===== src/verilog/sd_cmd_pkg.sv =====
package sd_cmd_pkg;

    // ==================================================
    // Command and response frame geometry
    // ==================================================
    localparam int unsigned CMD_FRAME_BITS    = 48;
    localparam int unsigned CMD_CONTENT_BITS  = 40;
    localparam int unsigned CRC7_BITS         = 7;
    // Cycles after driver release where CMD is still settling
    localparam int unsigned TURNAROUND_CYCLES = 3;
    localparam int unsigned BIT_CNT_W         = $clog2(CMD_FRAME_BITS);

    // Start bit, direction, index, argument
    typedef struct packed {
        logic        start_bit;
        logic        dir_bit;
        logic [5:0]  index;
        logic [31:0] arg;
    } cmd_content_t;

    typedef struct packed {
        cmd_content_t content;
        logic         resp_expected;
        logic         dat_expected;
    } cmd_req_t;

    typedef struct packed {
        logic [CMD_FRAME_BITS-1:0] frame;
        logic                      crc_err;
    } resp_t;

    typedef enum logic [1:0] {
        CMD_IDLE,
        CMD_SEND,
        CMD_CRC,
        CMD_STOP
    } cmd_state_e;

    typedef enum logic [1:0] {
        RESP_IDLE,
        RESP_WAIT_START,
        RESP_SHIFT,
        RESP_CHECK
    } resp_state_e;

endpackage


===== src/verilog/sd_dat_pkg.sv =====
package sd_dat_pkg;

    // ==================================================
    // Read block geometry
    // ==================================================
    localparam int unsigned DAT_LINES          = 4;
    localparam int unsigned BLOCK_NIBBLES      = 128;
    localparam int unsigned CRC16_BITS         = 16;
    // CMD6 status nibble holding the group 1 result
    localparam int unsigned ACCESS_MODE_NIBBLE = 33;
    localparam int unsigned NIBBLE_CNT_W       = $clog2(BLOCK_NIBBLES);

    typedef struct packed {
        logic       crc_err;
        logic [3:0] access_mode;
    } dat_result_t;

    typedef enum logic [2:0] {
        DAT_IDLE,
        DAT_WAIT_START,
        DAT_DATA,
        DAT_CRC,
        DAT_END
    } dat_state_e;

endpackage


===== src/verilog/sd_cmd_tx.sv =====
`timescale 1ns/1ps

module sd_cmd_tx
    import sd_cmd_pkg::*;
(
    input  logic     clk_int,
    input  logic     init_rstPulse,
    input  logic     cmd_trigger,
    input  cmd_req_t cmd_req,
    output logic     cmd_out,
    output logic     cmd_oe,
    output logic     cmd_done,
    output logic     resp_start,
    output logic     dat_start,
    output logic     abort
);

    cmd_state_e                  state_q;
    logic [BIT_CNT_W-1:0]        bit_cnt_q;
    logic [CMD_CONTENT_BITS-1:0] shift_q;
    logic [CRC7_BITS-1:0]        crc;
    logic                        crc_en;

    assign crc_en = (state_q == CMD_SEND);

    sd_crc7 u_crc7 (
        .clk_int       (clk_int),
        .init_rstPulse (init_rstPulse),
        .clear         (cmd_trigger),
        .enable        (crc_en),
        .data_bit      (shift_q[CMD_CONTENT_BITS-1]),
        .crc           (crc)
    );

    // Content MSB first, then CRC, then the end bit; idle line is high
    always_comb begin
        case (state_q)
            CMD_SEND: cmd_out = shift_q[CMD_CONTENT_BITS-1];
            CMD_CRC:  cmd_out = crc[CRC7_BITS-1-bit_cnt_q];
            default:  cmd_out = 1'b1;
        endcase
    end

    always_ff @(posedge clk_int) begin
        if (cmd_trigger) begin
            shift_q <= cmd_req.content;
        end else if (state_q == CMD_SEND) begin
            shift_q <= {shift_q[CMD_CONTENT_BITS-2:0], 1'b0};
        end
    end

    // ==================================================
    // Frame FSM
    // ==================================================
    always_ff @(posedge clk_int) begin
        if (init_rstPulse) begin
            state_q    <= CMD_IDLE;
            bit_cnt_q  <= '0;
            cmd_oe     <= 1'b0;
            cmd_done   <= 1'b0;
            resp_start <= 1'b0;
            dat_start  <= 1'b0;
            abort      <= 1'b0;
        end else begin
            cmd_done   <= 1'b0;
            resp_start <= 1'b0;
            dat_start  <= 1'b0;
            abort      <= cmd_trigger;
            bit_cnt_q  <= bit_cnt_q + 1'b1;
            if (cmd_trigger) begin
                // New trigger always restarts the frame
                state_q   <= CMD_SEND;
                bit_cnt_q <= '0;
                cmd_oe    <= 1'b1;
            end else begin
                case (state_q)
                    CMD_SEND: begin
                        if (bit_cnt_q == BIT_CNT_W'(CMD_CONTENT_BITS - 1)) begin
                            state_q   <= CMD_CRC;
                            bit_cnt_q <= '0;
                        end
                    end
                    CMD_CRC: begin
                        if (bit_cnt_q == BIT_CNT_W'(CRC7_BITS - 1)) begin
                            state_q <= CMD_STOP;
                        end
                    end
                    CMD_STOP: begin
                        state_q    <= CMD_IDLE;
                        cmd_oe     <= 1'b0;
                        cmd_done   <= 1'b1;
                        resp_start <= cmd_req.resp_expected;
                        dat_start  <= cmd_req.dat_expected;
                    end
                    default: begin
                        bit_cnt_q <= '0;
                    end
                endcase
            end
        end
    end

    // Request must not move while its frame is on the line
    a_req_stable: assert property (@(posedge clk_int) disable iff (init_rstPulse)
        cmd_oe && !cmd_trigger |-> $stable(cmd_req));

endmodule


===== src/verilog/sd_crc16.sv =====
`timescale 1ns/1ps

module sd_crc16 (
    input  logic        clk_int,
    input  logic        init_rstPulse,
    input  logic        clear,
    input  logic        enable,
    input  logic        data_bit,
    output logic [15:0] crc
);

    logic feedback;

    // CCITT generator x^16 + x^12 + x^5 + 1
    assign feedback = data_bit ^ crc[15];

    always_ff @(posedge clk_int) begin
        if (init_rstPulse || clear) begin
            crc <= '0;
        end else if (enable) begin
            crc <= {crc[14:12], crc[11] ^ feedback, crc[10:5], crc[4] ^ feedback,
                    crc[3:0], feedback};
        end
    end

endmodule


===== src/verilog/sd_crc7.sv =====
`timescale 1ns/1ps

module sd_crc7 (
    input  logic       clk_int,
    input  logic       init_rstPulse,
    input  logic       clear,
    input  logic       enable,
    input  logic       data_bit,
    output logic [6:0] crc
);

    logic feedback;

    // Generator x^7 + x^3 + 1
    assign feedback = data_bit ^ crc[6];

    always_ff @(posedge clk_int) begin
        if (init_rstPulse || clear) begin
            crc <= '0;
        end else if (enable) begin
            crc <= {crc[5:3], crc[2] ^ feedback, crc[1:0], feedback};
        end
    end

endmodule


===== src/verilog/sd_dat_rx.sv =====
`timescale 1ns/1ps

module sd_dat_rx
    import sd_dat_pkg::*;
(
    input  logic                 clk_int,
    input  logic                 init_rstPulse,
    input  logic [DAT_LINES-1:0] dat_in,
    input  logic                 dat_start,
    input  logic                 abort,
    output logic                 dat_done,
    output dat_result_t          dat_result,
    output logic                 status_dat0_idle
);

    dat_state_e              state_q;
    logic [DAT_LINES-1:0]    dat_q;
    logic [NIBBLE_CNT_W-1:0] cnt_q;
    logic                    crc_en;
    logic [CRC16_BITS-1:0]   crc_calc [DAT_LINES];
    logic [CRC16_BITS-1:0]   crc_rx_q [DAT_LINES];
    logic [DAT_LINES-1:0]    line_ok;
    logic [3:0]              access_mode_q;
    logic                    crc_err_q;

    assign crc_en           = (state_q == DAT_DATA);
    assign status_dat0_idle = dat_q[0];
    assign dat_result       = '{crc_err: crc_err_q, access_mode: access_mode_q};

    // One CRC16 per DAT line
    for (genvar i = 0; i < DAT_LINES; i++) begin : g_line
        sd_crc16 u_crc16 (
            .clk_int       (clk_int),
            .init_rstPulse (init_rstPulse),
            .clear         (dat_start),
            .enable        (crc_en),
            .data_bit      (dat_q[i]),
            .crc           (crc_calc[i])
        );
        assign line_ok[i] = (crc_rx_q[i] == crc_calc[i]);
    end

    always_ff @(posedge clk_int) begin
        // Received CRC nibbles, MSB first on every line
        if (state_q == DAT_CRC && cnt_q < NIBBLE_CNT_W'(CRC16_BITS)) begin
            for (int i = 0; i < DAT_LINES; i++) begin
                crc_rx_q[i] <= {crc_rx_q[i][CRC16_BITS-2:0], dat_q[i]};
            end
        end
        if (state_q == DAT_DATA && cnt_q == NIBBLE_CNT_W'(ACCESS_MODE_NIBBLE)) begin
            access_mode_q <= dat_q;
        end
    end

    // ==================================================
    // Block FSM
    // ==================================================
    always_ff @(posedge clk_int) begin
        if (init_rstPulse) begin
            state_q   <= DAT_IDLE;
            dat_q     <= '0;
            cnt_q     <= '0;
            dat_done  <= 1'b0;
            crc_err_q <= 1'b0;
        end else begin
            dat_q    <= dat_in;
            dat_done <= 1'b0;
            cnt_q    <= cnt_q + 1'b1;
            if (dat_start) begin
                state_q <= DAT_WAIT_START;
            end else if (abort) begin
                state_q <= DAT_IDLE;
            end else begin
                case (state_q)
                    DAT_WAIT_START: begin
                        cnt_q <= '0;
                        if (!dat_q[0]) begin
                            state_q <= DAT_DATA;
                        end
                    end
                    DAT_DATA: begin
                        if (cnt_q == NIBBLE_CNT_W'(BLOCK_NIBBLES - 1)) begin
                            cnt_q   <= '0;
                            state_q <= DAT_CRC;
                        end
                    end
                    DAT_CRC: begin
                        // Last count holds the end nibble
                        if (cnt_q == NIBBLE_CNT_W'(CRC16_BITS)) begin
                            crc_err_q <= !(&line_ok) || (dat_q != '1);
                            dat_done  <= 1'b1;
                            state_q   <= DAT_END;
                        end
                    end
                    DAT_END: begin
                        state_q <= DAT_IDLE;
                    end
                    default: begin
                    end
                endcase
            end
        end
    end

    // The command side never launches a block over a live one
    a_start_when_idle: assert property (@(posedge clk_int) disable iff (init_rstPulse)
        dat_start |-> (state_q == DAT_IDLE || abort));

endmodule


===== src/verilog/sd_host_top.sv =====
`timescale 1ns/1ps

module sd_host_top
    import sd_cmd_pkg::*, sd_dat_pkg::*;
(
    input  logic        clk_int,
    input  logic        init_rstPulse,
    input  logic        cmd_trigger,
    input  cmd_req_t    cmd_req,
    input  logic        cmd_in,
    input  logic [3:0]  dat_in,
    output logic        cmd_out,
    output logic        cmd_oe,
    output logic        cmd_done,
    output logic        resp_done,
    output resp_t       resp,
    output logic        dat_done,
    output dat_result_t dat_result,
    output logic        status_dat0_idle
);

    // Launch and abort strobes from the command side
    logic resp_start;
    logic dat_start;
    logic abort;

    sd_cmd_tx u_cmd_tx (
        .clk_int       (clk_int),
        .init_rstPulse (init_rstPulse),
        .cmd_trigger   (cmd_trigger),
        .cmd_req       (cmd_req),
        .cmd_out       (cmd_out),
        .cmd_oe        (cmd_oe),
        .cmd_done      (cmd_done),
        .resp_start    (resp_start),
        .dat_start     (dat_start),
        .abort         (abort)
    );

    sd_resp_rx u_resp_rx (
        .clk_int       (clk_int),
        .init_rstPulse (init_rstPulse),
        .cmd_in        (cmd_in),
        .cmd_oe        (cmd_oe),
        .resp_start    (resp_start),
        .abort         (abort),
        .resp_done     (resp_done),
        .resp          (resp)
    );

    sd_dat_rx u_dat_rx (
        .clk_int          (clk_int),
        .init_rstPulse    (init_rstPulse),
        .dat_in           (dat_in),
        .dat_start        (dat_start),
        .abort            (abort),
        .dat_done         (dat_done),
        .dat_result       (dat_result),
        .status_dat0_idle (status_dat0_idle)
    );

endmodule


===== src/verilog/sd_resp_rx.sv =====
`timescale 1ns/1ps

module sd_resp_rx
    import sd_cmd_pkg::*;
(
    input  logic  clk_int,
    input  logic  init_rstPulse,
    input  logic  cmd_in,
    input  logic  cmd_oe,
    input  logic  resp_start,
    input  logic  abort,
    output logic  resp_done,
    output resp_t resp
);

    resp_state_e                  state_q;
    logic                         cmd_in_q;
    logic [TURNAROUND_CYCLES-1:0] oe_hist_q;
    logic                         rx_bit;
    logic [CMD_FRAME_BITS-1:0]    shift_q;
    logic [BIT_CNT_W-1:0]         bit_cnt_q;
    logic [CRC7_BITS-1:0]         crc;
    logic                         crc_en;
    logic [CMD_FRAME_BITS-1:0]    frame_q;
    logic                         crc_err_q;

    // Force the line high while driving and during turnaround
    assign rx_bit = (cmd_oe || (|oe_hist_q)) ? 1'b1 : cmd_in_q;

    // CRC covers the first 40 bits, start bit included
    assign crc_en = (state_q == RESP_WAIT_START && !rx_bit) ||
                    (state_q == RESP_SHIFT && bit_cnt_q < BIT_CNT_W'(CMD_CONTENT_BITS));

    assign resp = '{frame: frame_q, crc_err: crc_err_q};

    sd_crc7 u_crc7 (
        .clk_int       (clk_int),
        .init_rstPulse (init_rstPulse),
        .clear         (resp_start),
        .enable        (crc_en),
        .data_bit      (rx_bit),
        .crc           (crc)
    );

    always_ff @(posedge clk_int) begin
        if (state_q == RESP_WAIT_START || state_q == RESP_SHIFT) begin
            shift_q <= {shift_q[CMD_FRAME_BITS-2:0], rx_bit};
        end
        if (state_q == RESP_CHECK) begin
            frame_q <= shift_q;
        end
    end

    // ==================================================
    // Response FSM
    // ==================================================
    always_ff @(posedge clk_int) begin
        if (init_rstPulse) begin
            state_q   <= RESP_IDLE;
            cmd_in_q  <= 1'b1;
            oe_hist_q <= '0;
            bit_cnt_q <= '0;
            resp_done <= 1'b0;
            crc_err_q <= 1'b0;
        end else begin
            cmd_in_q  <= cmd_in;
            oe_hist_q <= {oe_hist_q[TURNAROUND_CYCLES-2:0], cmd_oe};
            resp_done <= 1'b0;
            if (resp_start) begin
                state_q <= RESP_WAIT_START;
            end else if (abort) begin
                state_q <= RESP_IDLE;
            end else begin
                case (state_q)
                    RESP_WAIT_START: begin
                        // Start bit counts as bit 0 of the frame
                        bit_cnt_q <= BIT_CNT_W'(1);
                        if (!rx_bit) begin
                            state_q <= RESP_SHIFT;
                        end
                    end
                    RESP_SHIFT: begin
                        bit_cnt_q <= bit_cnt_q + 1'b1;
                        if (bit_cnt_q == BIT_CNT_W'(CMD_FRAME_BITS - 1)) begin
                            state_q <= RESP_CHECK;
                        end
                    end
                    RESP_CHECK: begin
                        crc_err_q <= (shift_q[CRC7_BITS:1] != crc) || !shift_q[0];
                        resp_done <= 1'b1;
                        state_q   <= RESP_IDLE;
                    end
                    default: begin
                    end
                endcase
            end
        end
    end

    // The command side never launches a response over a live one
    a_start_when_idle: assert property (@(posedge clk_int) disable iff (init_rstPulse)
        resp_start |-> (state_q == RESP_IDLE || abort));

endmodule

===== config.mk =====
export PLATFORM = sky130hd
export DESIGN_NAME = sd_host_top
export DESIGN_NICKNAME = d
export VERILOG_FILES = /design/src/verilog/sd_cmd_pkg.sv /design/src/verilog/sd_dat_pkg.sv /design/src/verilog/sd_cmd_tx.sv /design/src/verilog/sd_crc16.sv /design/src/verilog/sd_crc7.sv /design/src/verilog/sd_dat_rx.sv /design/src/verilog/sd_host_top.sv /design/src/verilog/sd_resp_rx.sv
export SDC_FILE = /design/constraint.sdc
export NUM_CORES = 1
export LEC_CHECK = 0
export BUFFER_PORTS_ARGS = -buffer_cell sky130_fd_sc_hd__buf_2
export CAP_MARGIN = 30
export CELL_PAD_IN_SITES_DETAIL_PLACEMENT = 0
export CELL_PAD_IN_SITES_GLOBAL_PLACEMENT = 1
export CORE_ASPECT_RATIO = 0.7
export CORE_MARGIN = 8
export CORE_UTILIZATION = 49
export DETAILED_ROUTE_END_ITERATION = 10
export GPL_TIMING_DRIVEN = 1
export PLACE_DENSITY_LB_ADDON = 0.1
export SKIP_CTS_REPAIR_TIMING = 1
export SYNTH_ARGS = -nofsm -noshare
export SYNTH_HDL_FRONTEND = slang
export SYNTH_SLANG_ARGS = --single-unit
export TNS_END_PERCENT = 100

===== constraint.sdc =====
create_clock -name clk_int -period 8.6 [get_ports clk_int]
set_input_delay 0 -clock clk_int [delete_from_list [all_inputs] [get_ports clk_int]]
set_output_delay 0 -clock clk_int [all_outputs]
set_load 0.02 [all_outputs]

======== Yosys cells after proc, flatten, opt, wreduce, memory -nomap -nowiden ========
Memories as Yosys holds them, arrays and structs flattened.
Index checks and enable logic that the tools add are counted.
word-level totals
  memories kept ........................... 1
  bits of input ports ..................... 50
  ROM bits ................................ 0
  RAM bits ................................ 64
  logic and storage cells ................. 172
  register bits after elaboration ......... 261
  bits in latches ......................... 0
  output and inout port bits .............. 60
operators by class
  reduce and logical (&&, ||, !) cells .... 41
  magnitude comparators ................... 3
  shift-type cells ........................ 0
  add/sub/neg operators ................... 4
  bitwise gates (word level) .............. 21
  muxes and demuxes ....................... 35
  eq/ne operators ......................... 36
  divide/modulo/power cells ............... 0
  $mul .................................... 0
memories
  name               words  bits a word  rd ports  clocked after Yosys merged registers in  write ports  line             RTL
  u_dat_rx.crc_rx_q  4      16           4         0                                        4            sd_dat_rx.sv:21  logic [CRC16_BITS-1:0] crc_rx_q [DAT_LINES];
operator list
  kind                                                          number
  two-way mux 40 bit                                            2
  equality test 16 bit                                          4
  less-than comparator 32 x 4 -> 1 bit (second input constant)  1
  inequality test 4 bit (second input constant)                 6
  case mux 6 bit (2 select lines)                               2
  two-way mux 7 bit                                             3
  AND reduction 3 bit                                           6
  AND reduction 4 bit                                           4
  bitwise XOR 1 bit                                             16
  two-way mux 1 bit                                             14
  case mux 7 bit (2 select lines)                               1
  adder 6 x 1 -> 6 bit (second input constant)                  2
  equality test 6 bit (second input constant)                   2
  inequality test 2 bit (second input constant)                 6
  case mux 2 bit (3 select lines)                               2
  case mux 3 bit (4 select lines)                               1
  OR reduction 3 bit                                            4
  two-way mux 3 bit                                             3
  equality test 2 bit (second input constant)                   4
  logical OR 1 bit                                              8
  two-way mux 2 bit                                             4
  nonzero test 4 bit                                            2
  adder 7 x 1 -> 7 bit (second input constant)                  1
  equality test 7 x 5 -> 1 bit (second input constant)          1
  other kinds (26)                                              41

======== Depth between registers and ports, before layout ========
Gate-level depths: netlist (run 1).
  depth in word-level cells ............... 7
  depth in mapped cells ................... 7
  mapped depth without buffers ............ 7

======== Cells and area by module ========
A second synthesis (run 1) with hierarchy kept.
second synthesis, totals
  cells, all modules ...................... 880
  area total of the unflattened synthesis .. 12605.8 µm²
by module, submodules not included
  module      area an instance (µm²)  sequential area each (µm²)  instances  cells an instance
  sd_resp_rx  3659.8                  3163.0                      1          183
  sd_dat_rx   3493.4                  2362.3                      1          239
  sd_crc16    633.1                   320.3                       4          60
  sd_cmd_tx   2367.3                  1461.4                      1          162
  sd_crc7     276.5                   140.1                       2          28

======== Worst setup path after synthesis (run 1) ========
OpenSTA, ideal clock, no wires.
  path type ............................... register -> register
  from .................................... register u_dat_rx.state_q[2]
  to ...................................... memory u_dat_rx.crc_rx_q[0][0], enable pin
  slack ................................... 1.103 ns
  cell stages (with the launch flop) ...... 4
  period minus slack after synthesis ...... 7.497 ns
  data arrival time ....................... 6.853 ns
  path buffers ............................ 0
  library setup time ...................... 0.644 ns
  data required time ...................... 7.956 ns
  path through ............................ dfxtp_1 > nand2b_1 > or2_1 > nor4_1
RTL lines
  element                   line             RTL
  start: declaration        sd_dat_rx.sv:16  dat_state_e state_q;
  start signal: assignment  sd_dat_rx.sv:60  state_q <= DAT_IDLE;
  start signal: assignment  sd_dat_rx.sv:70  state_q <= DAT_WAIT_START;
  start signal: assignment  sd_dat_rx.sv:72  state_q <= DAT_IDLE;
  end: declaration          sd_dat_rx.sv:21

======== Final worst setup path (run 1) ========
  from .................................... register u_cmd_tx.bit_cnt_q[0]
  to ...................................... output cmd_out
on the way
  longest elaborated chain between the ends .. 4
ends and longest elaborated chain
  element                                  line               RTL
  start: declaration                       sd_cmd_tx.sv:19    logic [BIT_CNT_W-1:0] bit_cnt_q;
  start signal: assignment                 sd_cmd_tx.sv:69    bit_cnt_q <= bit_cnt_q + 1'b1;
  subtractor 3 x 6 -> 7 bit                sd_cmd_tx.sv:39    CMD_CRC: cmd_out = crc[CRC7_BITS-1-bit_cnt_q];
  binary-select mux 1 bit (select 3 bit)   sd_cmd_tx.sv:39
  two-way mux 1 bit (implied by the code)  sd_cmd_tx.sv:39
  case mux 1 bit (2 select lines)          sd_cmd_tx.sv:37    case (state_q)
  end: declaration                         sd_host_top.sv:12  output logic cmd_out,
Every way passes these cells. The select of a mux whose other input is x is not followed.

==> impl_metrics.csv, run 1 <==
group,metric,value,unit
global_route,grt_usage,15.2,%
cells_and_area,drive_gt1_share,20.5,%
run_status,outcome,"completed",
synthesis,async_flop_share,0,%
timing,period_share,31.0,%
floorplan,dieArea,0.0304,mm²
clocking,cts_root_buf,"clkbuf_16",
drt,remaining_drc_errors,0,
timing,fin_skew,15.4,ps
drt,wl_per_cell,17.1,µm
worst_setup_path,endpoint_kind,"output port",
worst_setup_path,worst_r2r_path_depth,4,
clocking,numCtsBuffers,30,
timing,tns,0,ps
worst_setup_path,cpPeakStageDelay,570,ps
floorplan,start_util,49.8,%
timing,clock.fmax,0.375,GHz
worst_setup_path,reg2reg_to,"u_dat_rx.crc_rx_q[0][13]",
place,post-place-ws,6380,ps
global_route,antenna_found_initial,0,
job,maxCapViolCount,0,
cells_and_area,nFillCells,1959,
synthesis,yosys.cell_types.count,56,
min_path,whs_path_depth,3,
pwr,power_switching,628,µW
place,io_buffers,109,
global_route,grt_start_max_net_pins,70,
pwr,p_int,2.52,mW
drt,avgViaCountPerCell,4.99,
worst_setup_path,crit_chain,"ha_1 > xor2_1 > mux4_2 > o211ai_1 > nand3_1 > buf_2",
drt,totalWireLength,24.1,mm
pwr,powerDensity,215,mW/mm²
timing,final.min_clock_period,2670,ps
floorplan,coreArea,0.0246,mm²
clocking,path_clk_slew,60,ps
pwr,power_frac_comb,3.3,%
timing,finalMaxSlewViolations,0,
pwr,p_sw_share,19.9,%
min_path,whs_endpoint,"u_resp_rx.cmd_in_q",
floorplan,num_io_pins,110,
clocking,cts_buffer_depth,3,
synthesis,yosysWarningCount,0,
floorplan,dieHeight,148,µm
drt,drt_iter0_drc,494,
worst_setup_path,cp.arrival,2670,ps
clocking,htreeDepth,1,
place,hpwl,15.0,mm
cells_and_area,fin_nets,1129,
min_path,hp-start,"cmd_in",
pwr,power,3.15,mW
worst_setup_path,startpoint_type,"register",
cells_and_area,diodes,0,
cells_and_area,fin_area,0.0146,mm²
floorplan,dieWidth,205,µm
place,dpl_cell_area,0.0131,mm²
place,gp_congestion,0.754,
global_route,grt_pass1_vias,6762,
clocking,clkSinkCount,325,
global_route,grt_pass1_wl,37.4,mm
timing,relSlewSlack,31.8,%
pwr,pwr-share-seq,53.7,%
clocking,insertion_delay,550,ps
synthesis,synth-seq-cells,325,
timing,worstMarginPinSlew,1010,ps
synthesis,synth_cells,900,
synthesis,syn-cell-area,0.0122,mm²
synthesis,synth_seq_area_share,69.9,%
timing,rsz0062_at_grt,"false",
synthesis,syn_nets,965,
worst_setup_path,crit_fanout,6,
timing,layout_setup_ws,5930,ps
synthesis,synth_ff_type,"edfxtp_1",
pwr,vdd_drop_max,0.000152,V
worst_setup_path,required,8600,ps
drt,final_antenna_net_count,0,
worst_setup_path,rr_startpoint,"u_dat_rx.state_q[1]",
drt,num_vias,7048,
worst_setup_path,slowest_stage,"mux4_2",
cells_and_area,syn_to_final_growth,19.7,%
timing,finalSetupViolCount,0,
synthesis,synth_edf_count,204,
min_path,hold_path_class,"in -> reg",
worst_setup_path,regToRegSetupSlack,6400,ps
clocking,cts_tree,"yes",
synthesis,syn_area_per_cell,13.6,µm²
worst_setup_path,path_class,"reg -> out",
timing,hold_viol_final,0,
global_route,overflow,0,
floorplan,num_rows,48,
pwr,p_clk_share,43.0,%
pwr,leakage,5.28,nW
timing,whs,177,ps
drt,firstDrtPassIters,4,
[layer usage]
layer	wire length (µm)	vias to the layer above	track usage [%]	share of wire, %
li1	-	3531	-	-
met1	11900	3360	23.5	50
met2	10500	118	21.6	44
met3	1140	39	2.72	4.7
met4	531	0	4.02	2.2
met5	0	-	0	0
[through the flow]
stage          utilization, %  instances
3_3_place_gp             53.3       1305
5_1_grt                  59.6       1413
6_report                 59.6       1413
4_1_cts                  57.5       1362
2_1_floorplan               -        900
3_5_place_dp             53.4       1306
[cell usage after synthesis, drive strengths merged (8+ instances only)]
library cell	count	area, µm²
ha	15	188
buf	13	61.3
inv	17	63.8
edfxtp	204	6130
xnor2	26	228
mux2	40	450
nor3	8	56.3
mux2i	16	160
nor2b	8	50.1
nand2	131	492
nand4	11	68.8
a21oi	66	330
nor4	20	131
nor2	47	184
xor2	72	631
nand3	8	40.0
o21ai	9	52.6
clkbuf	21	78.8
dfxtp	121	2420
[sequential cells by signal, summed over array words and instances (netlist names), 4 cells and up]
register                     flops
u_dat_rx.crc_rx_q               64
u_dat_rx.g_line.u_crc16.crc     64
u_resp_rx.frame_q               48
u_resp_rx.shift_q               48
u_cmd_tx.shift_q                40
u_cmd_tx.u_crc7.crc              7
u_dat_rx.cnt_q                   7
u_resp_rx.u_crc7.crc             7
u_cmd_tx.bit_cnt_q               6
u_resp_rx.bit_cnt_q              6
u_dat_rx.access_mode_q           4
u_dat_rx.dat_q                   4
[power groups by stage]
stage	clock network, mW	registers [mW]	logic, mW
2_1_floorplan	0	1.72	0.0610
3_3_place_gp	0	1.73	0.0861
3_5_place_dp	0	1.73	0.0863
4_1_cts	1.39	1.69	0.0868
5_1_grt	1.44	1.69	0.115
6_report	1.35	1.69	0.104
[worst max-delay path by stage]
stage / startpoint / endpoint / slack [ps]
3_3_place_gp: u_cmd_tx.state_q[1] / u_cmd_tx.shift_q[11] / 6440
3_5_place_dp: u_cmd_tx.state_q[1] / u_cmd_tx.shift_q[13] / 6380
6_report: u_cmd_tx.bit_cnt_q[0] / cmd_out / 5930
5_1_grt: u_cmd_tx.bit_cnt_q[0] / cmd_out / 5790
4_1_cts: u_cmd_tx.bit_cnt_q[0] / cmd_out / 5940
2_1_floorplan: u_dat_rx.state_q[2] / u_dat_rx.crc_rx_q[0][0] / 1100
[worst max-delay path, delay by kind of cell, from the launching register on]
kind | cells | cell delay, ps
mux | 1 | 570
compound gates | 1 | 180
simple gates | 1 | 130
xor+xnor | 1 | 390
fa+ha+maj | 1 | 250
buf+inv | 1 | 180
flops | 1 | 430
[cell families (layout without fill, tap and decap cells)]
logic type,Yosys count,count (layout),share of synthesized area (%)
simple gates,255,255,9.62
flops,325,325,69.9
fa+ha+maj,15,15,1.53
compound gates,99,99,5.10
buf+inv,51,239,1.67
xor+xnor,98,98,7.02
mux,57,57,5.18
[cell type report]
| class | count | area, µm² | area share [%] |
|---|---|---|---|
| flip-flops and latches | 325 | 8550 | 58.4 |
| multi-input cells | 524 | 3500 | 23.9 |
| inverters | 17 | 63.8 | 0.436 |
| clock inverters | 17 | 190 | 1.30 |
| well taps | 325 | 407 | 2.78 |
| repair buffers | 166 | 1110 | 7.61 |
| clock buffers | 39 | 816 | 5.57 |
[cells in the final DEF, fill, tap and decap left out, drive strengths merged, types with 6 or more instances in the layout]
cell type,count
mux2i,16
clkinv,10
nand2,131
a21oi,66
ha,15
nor4,20
xor2,72
clkbuf,39
or2,6
mux2,40
dlygate4sd3,51
buf,115
dfxtp,121
edfxtp,204
a211oi,6
nor3,8
nand3,8
xnor2,26
inv,17
nor2b,8
o21ai,9
nand4,11
nor2,47
(Power assumes the default switching activity.)
==> run 2, diff against run 1 <==
- ABC_AREA: not set -> 1
- CORE_UTILIZATION: 49 -> 47
- clock period: 8.6 -> 2.5 ns (I/O delays scaled with it)
==> run 2 against run 1 <==
Clock skew grew 3.5 ps. Synthesized cell count grew 33%. Cell area is 5.1% higher. Count of clock-buffer cells in the layout is the same. Utilization decreased by 2.0 points. Setup slack got worse by 5700 ps. Highest routed layer unchanged.
==> impl_metrics.csv, run 2 <==
group,metric,value,unit
run_status,outcome,"completed",
clocking,path_clk_slew,60,ps
global_route,grt_usage,16.1,%
synthesis,synth_seq_area_share,66.9,%
drt,remaining_drc_errors,0,
floorplan,dieWidth,213,µm
worst_setup_path,required,2500,ps
synthesis,synth.most_common_cell,"nand2_1",
synthesis,synth-seq-cells,325,
synthesis,syn_nets,1258,
clocking,numCtsBuffers,31,
synthesis,syn-cell-area,0.0128,mm²
worst_setup_path,cp.arrival,2240,ps
place,dpl_cell_area,0.0137,mm²
clocking,insertion_delay,560,ps
min_path,hold_path_class,"in -> reg",
place,gp_congestion,0.794,
global_route,overflow,0,
global_route,grt_start_max_net_pins,55,
timing,rsz0062_at_grt,"false",
clocking,clkSinkCount,325,
floorplan,num_io_pins,110,
worst_setup_path,crit_path_frequent_cell,"o21ai_0",
cells_and_area,final_common_cell,"nand2_1",
synthesis,yosys.cell_types.count,37,
place,placed_cells,1645,
clocking,cts_buffer_depth,3,
drt,firstDrtPassIters,5,
timing,final.min_clock_period,2240,ps
global_route,grt_pass1_vias,7626,
cells_and_area,fin_nets,1436,
synthesis,synth_area_leaders,"edfxtp_1 48%, dfxtp_1 19%, nand2_1 9.0%, inv_1 3.9%, nor2_1 3.5%",
worst_setup_path,cpPeakStageDelay,450,ps
pwr,vdd_drop_max,0.000512,V
pwr,powerDensity,732,mW/mm²
cells_and_area,fin_area,0.0154,mm²
worst_setup_path,path_class,"reg -> out",
timing,finalMaxSlewViolations,0,
worst_setup_path,slowest_stage,"dfxtp_1",
global_route,grt_pass1_wl,42.2,mm
floorplan,coreArea,0.0267,mm²
drt,totalWireLength,27.4,mm
drt,wl_per_cell,15.6,µm
synthesis,syn_area_per_cell,10.7,µm²
synthesis,synth_top_area_share,48.0,%
timing,hold_viol_final,0,
pwr,p_int,8.87,mW
drt,num_vias,8363,
timing,clock.fmax,0.446,GHz
pwr,power_switching,2.39,mW
cells_and_area,layout_common_cells,"305 x nand2_1, 204 x edfxtp_1, 133 x inv_1",
floorplan,dieHeight,154,µm
drt,drt_iter0_drc,624,
worst_setup_path,crit_chain,"inv_1 > ha_1 > a21oi_1 > o21ai_0 > o21ai_0 > nand2_1 > o21ai_0 > nand2_1 > nand3_1 > buf_2",
worst_setup_path,startpoint_type,"register",
clocking,cts_root_buf,"clkbuf_16",
synthesis,synth_top_cells_by_count,"305 x nand2_1, 204 x edfxtp_1, 134 x inv_1",
clocking,htreeDepth,1,
timing,tns,0,ps
cells_and_area,fin_cells,1760,
pwr,pwr-share-seq,52.5,%
pwr,power_frac_comb,4.7,%
place,hpwl,18.5,mm
timing,worstMarginPinSlew,734,ps
synthesis,synth_edf_count,204,
pwr,leakage,6.03,nW
cells_and_area,largestRegisters,"u_dat_rx.crc_rx_q (64), u_dat_rx.g_line.u_crc16.crc (64)",
cells_and_area,syn_to_final_growth,20.4,%
global_route,antenna_found_initial,0,
synthesis,async_flop_share,0,%
drt,avgViaCountPerCell,4.75,
timing,fin_skew,18.9,ps
cells_and_area,drive_gt1_share,14.0,%
synthesis,synth_top_area_cell,"edfxtp_1",
floorplan,start_util,47.8,%
worst_setup_path,endpoint_kind,"output port",
place,io_buffers,109,
job,maxCapViolCount,0,
synthesis,synth_cells,1193,
worst_setup_path,crit_fanout,7,
pwr,p_clk_share,42.8,%
timing,period_share,89.7,%
synthesis,synth_ff_type,"edfxtp_1",
cells_and_area,diodes,0,
floorplan,num_rows,50,
timing,finalSetupViolCount,0,
drt,final_antenna_net_count,0,
synthesis,yosysWarningCount,0,
clocking,cts_tree,"yes",
floorplan,dieArea,0.0328,mm²
pwr,p_sw_share,21.2,%
timing,relSlewSlack,50.6,%
run 2: changes by cell type in the layout (fill, tap and decap cells not counted), moves of 26 or more:
cell      delta
a211oi_1    +43
nand2_1    +175
nor2_1      +74
xor2_1      -55
a21oi_1     -26
mux2_2      -40
o21ai_0     +36
inv_1      +117
run 2: logic make-up after synthesis:
logic type	after synthesis	synth area share, %
simple gates	487	15.8
flops	325	66.9
buf+inv	170	5.35
compound gates	143	6.82
xor+xnor	53	3.63
fa+ha+maj	15	1.47
run 2: metal layers:
layer	vias to the layer above	track usage [%]	wire length [µm]	share of wire, %
met4	0	3.05	377	1.4
li1	4297	-	-	-
met5	-	0	0	0
met3	31	3.07	1440	5.3
met2	177	21.2	10800	40
met1	3858	26.6	14800	54
run 2: worst paths after layout:
path | start | to | slack [ps] | cells after the start
max | u_cmd_tx.bit_cnt_q[0] | cmd_out | 260 | 10
min | cmd_req[24] | u_cmd_tx.shift_q[22] | 260 | 4
max reg2reg | u_dat_rx.state_q[2] | u_dat_rx.g_line[1].u_crc16.crc[5] | 630 | 9
min reg2reg | u_resp_rx.shift_q[47] | u_resp_rx.frame_q[47] | 430 | 0
run 2: critical path: cells and delay by family (launching register included):
family	cells	cell delay, ps
and+or+nand+nor	3	190
AOI/OAI and AO/OA	4	360
adders and majority gates	1	380
buffers and inverters	2	310
DFF	1	450
run 2: final cells by class:
| cell class | instances | area [µm²] |
|---|---|---|
| flip-flops and latches | 325 | 8550 |
| clock buffers | 39 | 846 |
| multi-input cells | 698 | 3540 |
| fillers | 2298 | 11300 |
| well taps | 364 | 455 |
| inverters | 137 | 515 |
| clock inverters | 19 | 215 |
| repair buffers | 178 | 1260 |
run 2: power groups by stage:
stage | clock (mW) | sequential [mW] | combinational, mW
2_1_floorplan | 0 | 6.01 | 0.308
3_3_place_gp | 0 | 6.02 | 0.462
3_5_place_dp | 0 | 6.02 | 0.464
4_1_cts | 4.93 | 5.91 | 0.467
5_1_grt | 5.14 | 5.92 | 0.597
6_report | 4.82 | 5.91 | 0.530
run 2: stage by stage:
stage	setup WS, ps	power (mW)	hold slack [ps]	utilization, %
floorplan	85.0	6.31	83.9	-
global placement	621	6.48	189	51.5
detailed placement	624	6.49	192	51.5
CTS	236	11.3	-389	55.4
global route	36.4	11.7	253	57.6
finish	258	11.3	257	57.6
==> run 3, diff against run 2 <==
- CORE_UTILIZATION: 47 -> 49
- CTS_BUF_LIST: not set -> sky130_fd_sc_hd__clkbuf_2
==> run 3 against run 2 <==
Fmax decreased by 1.3%. Count of clock-buffer cells in the layout increased by 88. Critical endpoint unchanged. Die area decreased by 3.7%. Sequential share of layout area decreased by 2.4 points. Via count increased by 11%. Critical path type unchanged. Sequential cell count unchanged. First-iteration DRC count increased by 2.6%. Critical path depth unchanged.
==> impl_metrics.csv, run 3 (synthesis results as in run 2) <==
group,metric,value,unit
run_status,outcome,"completed",
drt,final_antenna_net_count,0,
clocking,cts_tree,"yes",
pwr,powerDensity,634,mW/mm²
cells_and_area,regArea,0.00855,mm²
clocking,cts_buffer_depth,3,
timing,whs,98.7,ps
cells_and_area,nFillCells,2154,
floorplan,dieArea,0.0316,mm²
worst_setup_path,path_class,"reg -> out",
cells_and_area,syn_to_final_growth,25.8,%
floorplan,num_io_pins,110,
drt,remaining_drc_errors,0,
floorplan,num_rows,49,
place,io_buffers,109,
global_route,grt_start_max_net_pins,65,
place,placed_cells,1614,
worst_setup_path,startpoint_type,"register",
worst_setup_path,endpoint_kind,"output port",
cells_and_area,fin_area,0.0161,mm²
pwr,p_int,7.70,mW
timing,final.min_clock_period,2270,ps
global_route,antenna_found_initial,1,
cells_and_area,final_common_cell,"nand2_1",
worst_setup_path,crit_chain,"clkinvlp_4 > ha_4 > a21oi_1 > o21ai_0 > o21ai_0 > nand2_1 > o21ai_1 > nand2_1 > nand3_1 > buf_6",
drt,num_vias,9263,
pwr,pwr-share-seq,57.9,%
clocking,insertion_delay,890,ps
pwr,p_sw_share,24.5,%
global_route,overflow,0,
place,dpl_cell_area,0.0137,mm²
global_route,grt_pass1_vias,8015,
clocking,path_clk_slew,100,ps
drt,firstDrtPassIters,5,
pwr,power_switching,2.50,mW
cells_and_area,layout_common_cells,"305 x nand2_1, 204 x edfxtp_1, 156 x dlygate4sd3_1",
timing,finalMaxSlewViolations,0,
drt,totalWireLength,29.9,mm
worst_setup_path,crit_fanout,5,
clocking,cts_root_buf,"clkbuf_2",
floorplan,dieWidth,209,µm
worst_setup_path,cpPeakStageDelay,390,ps
cells_and_area,post-route-util,62.7,%
timing,worstMarginPinSlew,692,ps
timing,clock.fmax,0.440,GHz
place,hpwl,18.4,mm
pwr,vdd_drop_max,0.000349,V
pwr,power,10.2,mW
pwr,power_frac_comb,6.9,%
place,post-place-ws,653,ps
clocking,numCtsBuffers,76,
cells_and_area,multiInputGateArea,0.00356,mm²
min_path,hold_path_class,"in -> reg",
global_route,grt_pass1_wl,43.3,mm
timing,period_share,90.8,%
global_route,grt_usage,17.4,%
timing,fin_skew,78.1,ps
drt,avgViaCountPerCell,4.84,
drt,wl_per_cell,15.6,µm
timing,finalSetupViolCount,0,
cells_and_area,fin_cells,1914,
clocking,clkSinkCount,325,
drt,drt_iter0_drc,640,
worst_setup_path,cp.arrival,2270,ps
place,gp_congestion,0.787,
job,maxCapViolCount,0,
floorplan,dieHeight,151,µm
cells_and_area,drive_gt1_share,18.0,%
timing,tns,0,ps
floorplan,coreArea,0.0256,mm²
pwr,p_clk_share,35.2,%
timing,layout_setup_ws,229,ps
cells_and_area,largestRegisters,"u_dat_rx.crc_rx_q (64), u_dat_rx.g_line.u_crc16.crc (64)",
timing,relSlewSlack,53.5,%
clocking,htreeDepth,3,
worst_setup_path,required,2500,ps
timing,hold_viol_final,0,
cells_and_area,fin_nets,1585,
worst_setup_path,slowest_stage,"dfxtp_4",
worst_setup_path,regToRegSetupSlack,560,ps
pwr,leakage,6.50,nW
floorplan,start_util,49.8,%
-- run 3: critical path, delay by kind of cell (launching register included) --
kind / cells / cell delay (ps)
fa+ha+maj: 1 / 270
flops: 1 / 390
simple gates: 3 / 200
compound gates: 4 / 360
buf+inv: 2 / 230
-- run 3: power by group through the flow --
stage / Clock (mW) / Combinational [mW] / Sequential, mW
6_report: 3.59 / 0.702 / 5.90
5_1_grt: 4.00 / 0.779 / 5.92
4_1_cts: 3.70 / 0.470 / 5.90
3_5_place_dp: 0 / 0.468 / 6.02
3_3_place_gp: 0 / 0.465 / 6.02
2_1_floorplan: 0 / 0.308 / 6.01
-- run 3: cell type report --
class                           count  share of cell area [%]
Sequential cell                   325                    53.2
Clock buffer                      127                    3.95
Antenna cell                        1                  0.0156
Timing Repair Buffer              282                    14.3
Inverter                          137                    3.23
Multi-Input combinational cell    698                    22.1
Tap cell                          331                    2.58
Clock inverter                     13                   0.631
-- run 3: final timing paths --
| path | cells after the start | to | startpoint |
|---|---|---|---|
| max reg2reg | 7 | u_dat_rx.g_line[1].u_crc16.crc[10] | u_dat_rx.state_q[2] |
| min | 3 | u_dat_rx.state_q[0] | init_rstPulse |
| min reg2reg | 0 | u_dat_rx.crc_rx_q[1][15] | u_dat_rx.crc_rx_q[1][14] |
| max | 10 | cmd_out | u_cmd_tx.bit_cnt_q[0] |
-- run 3: metal layers --
layer  wire [µm]  up-vias  global-route usage (%)
met2       12900      245                    23.3
li1            -     4659                       -
met3        1940       44                    5.50
met4         450        0                    5.48
met5           0        -                       0
met1       14700     4315                    26.2
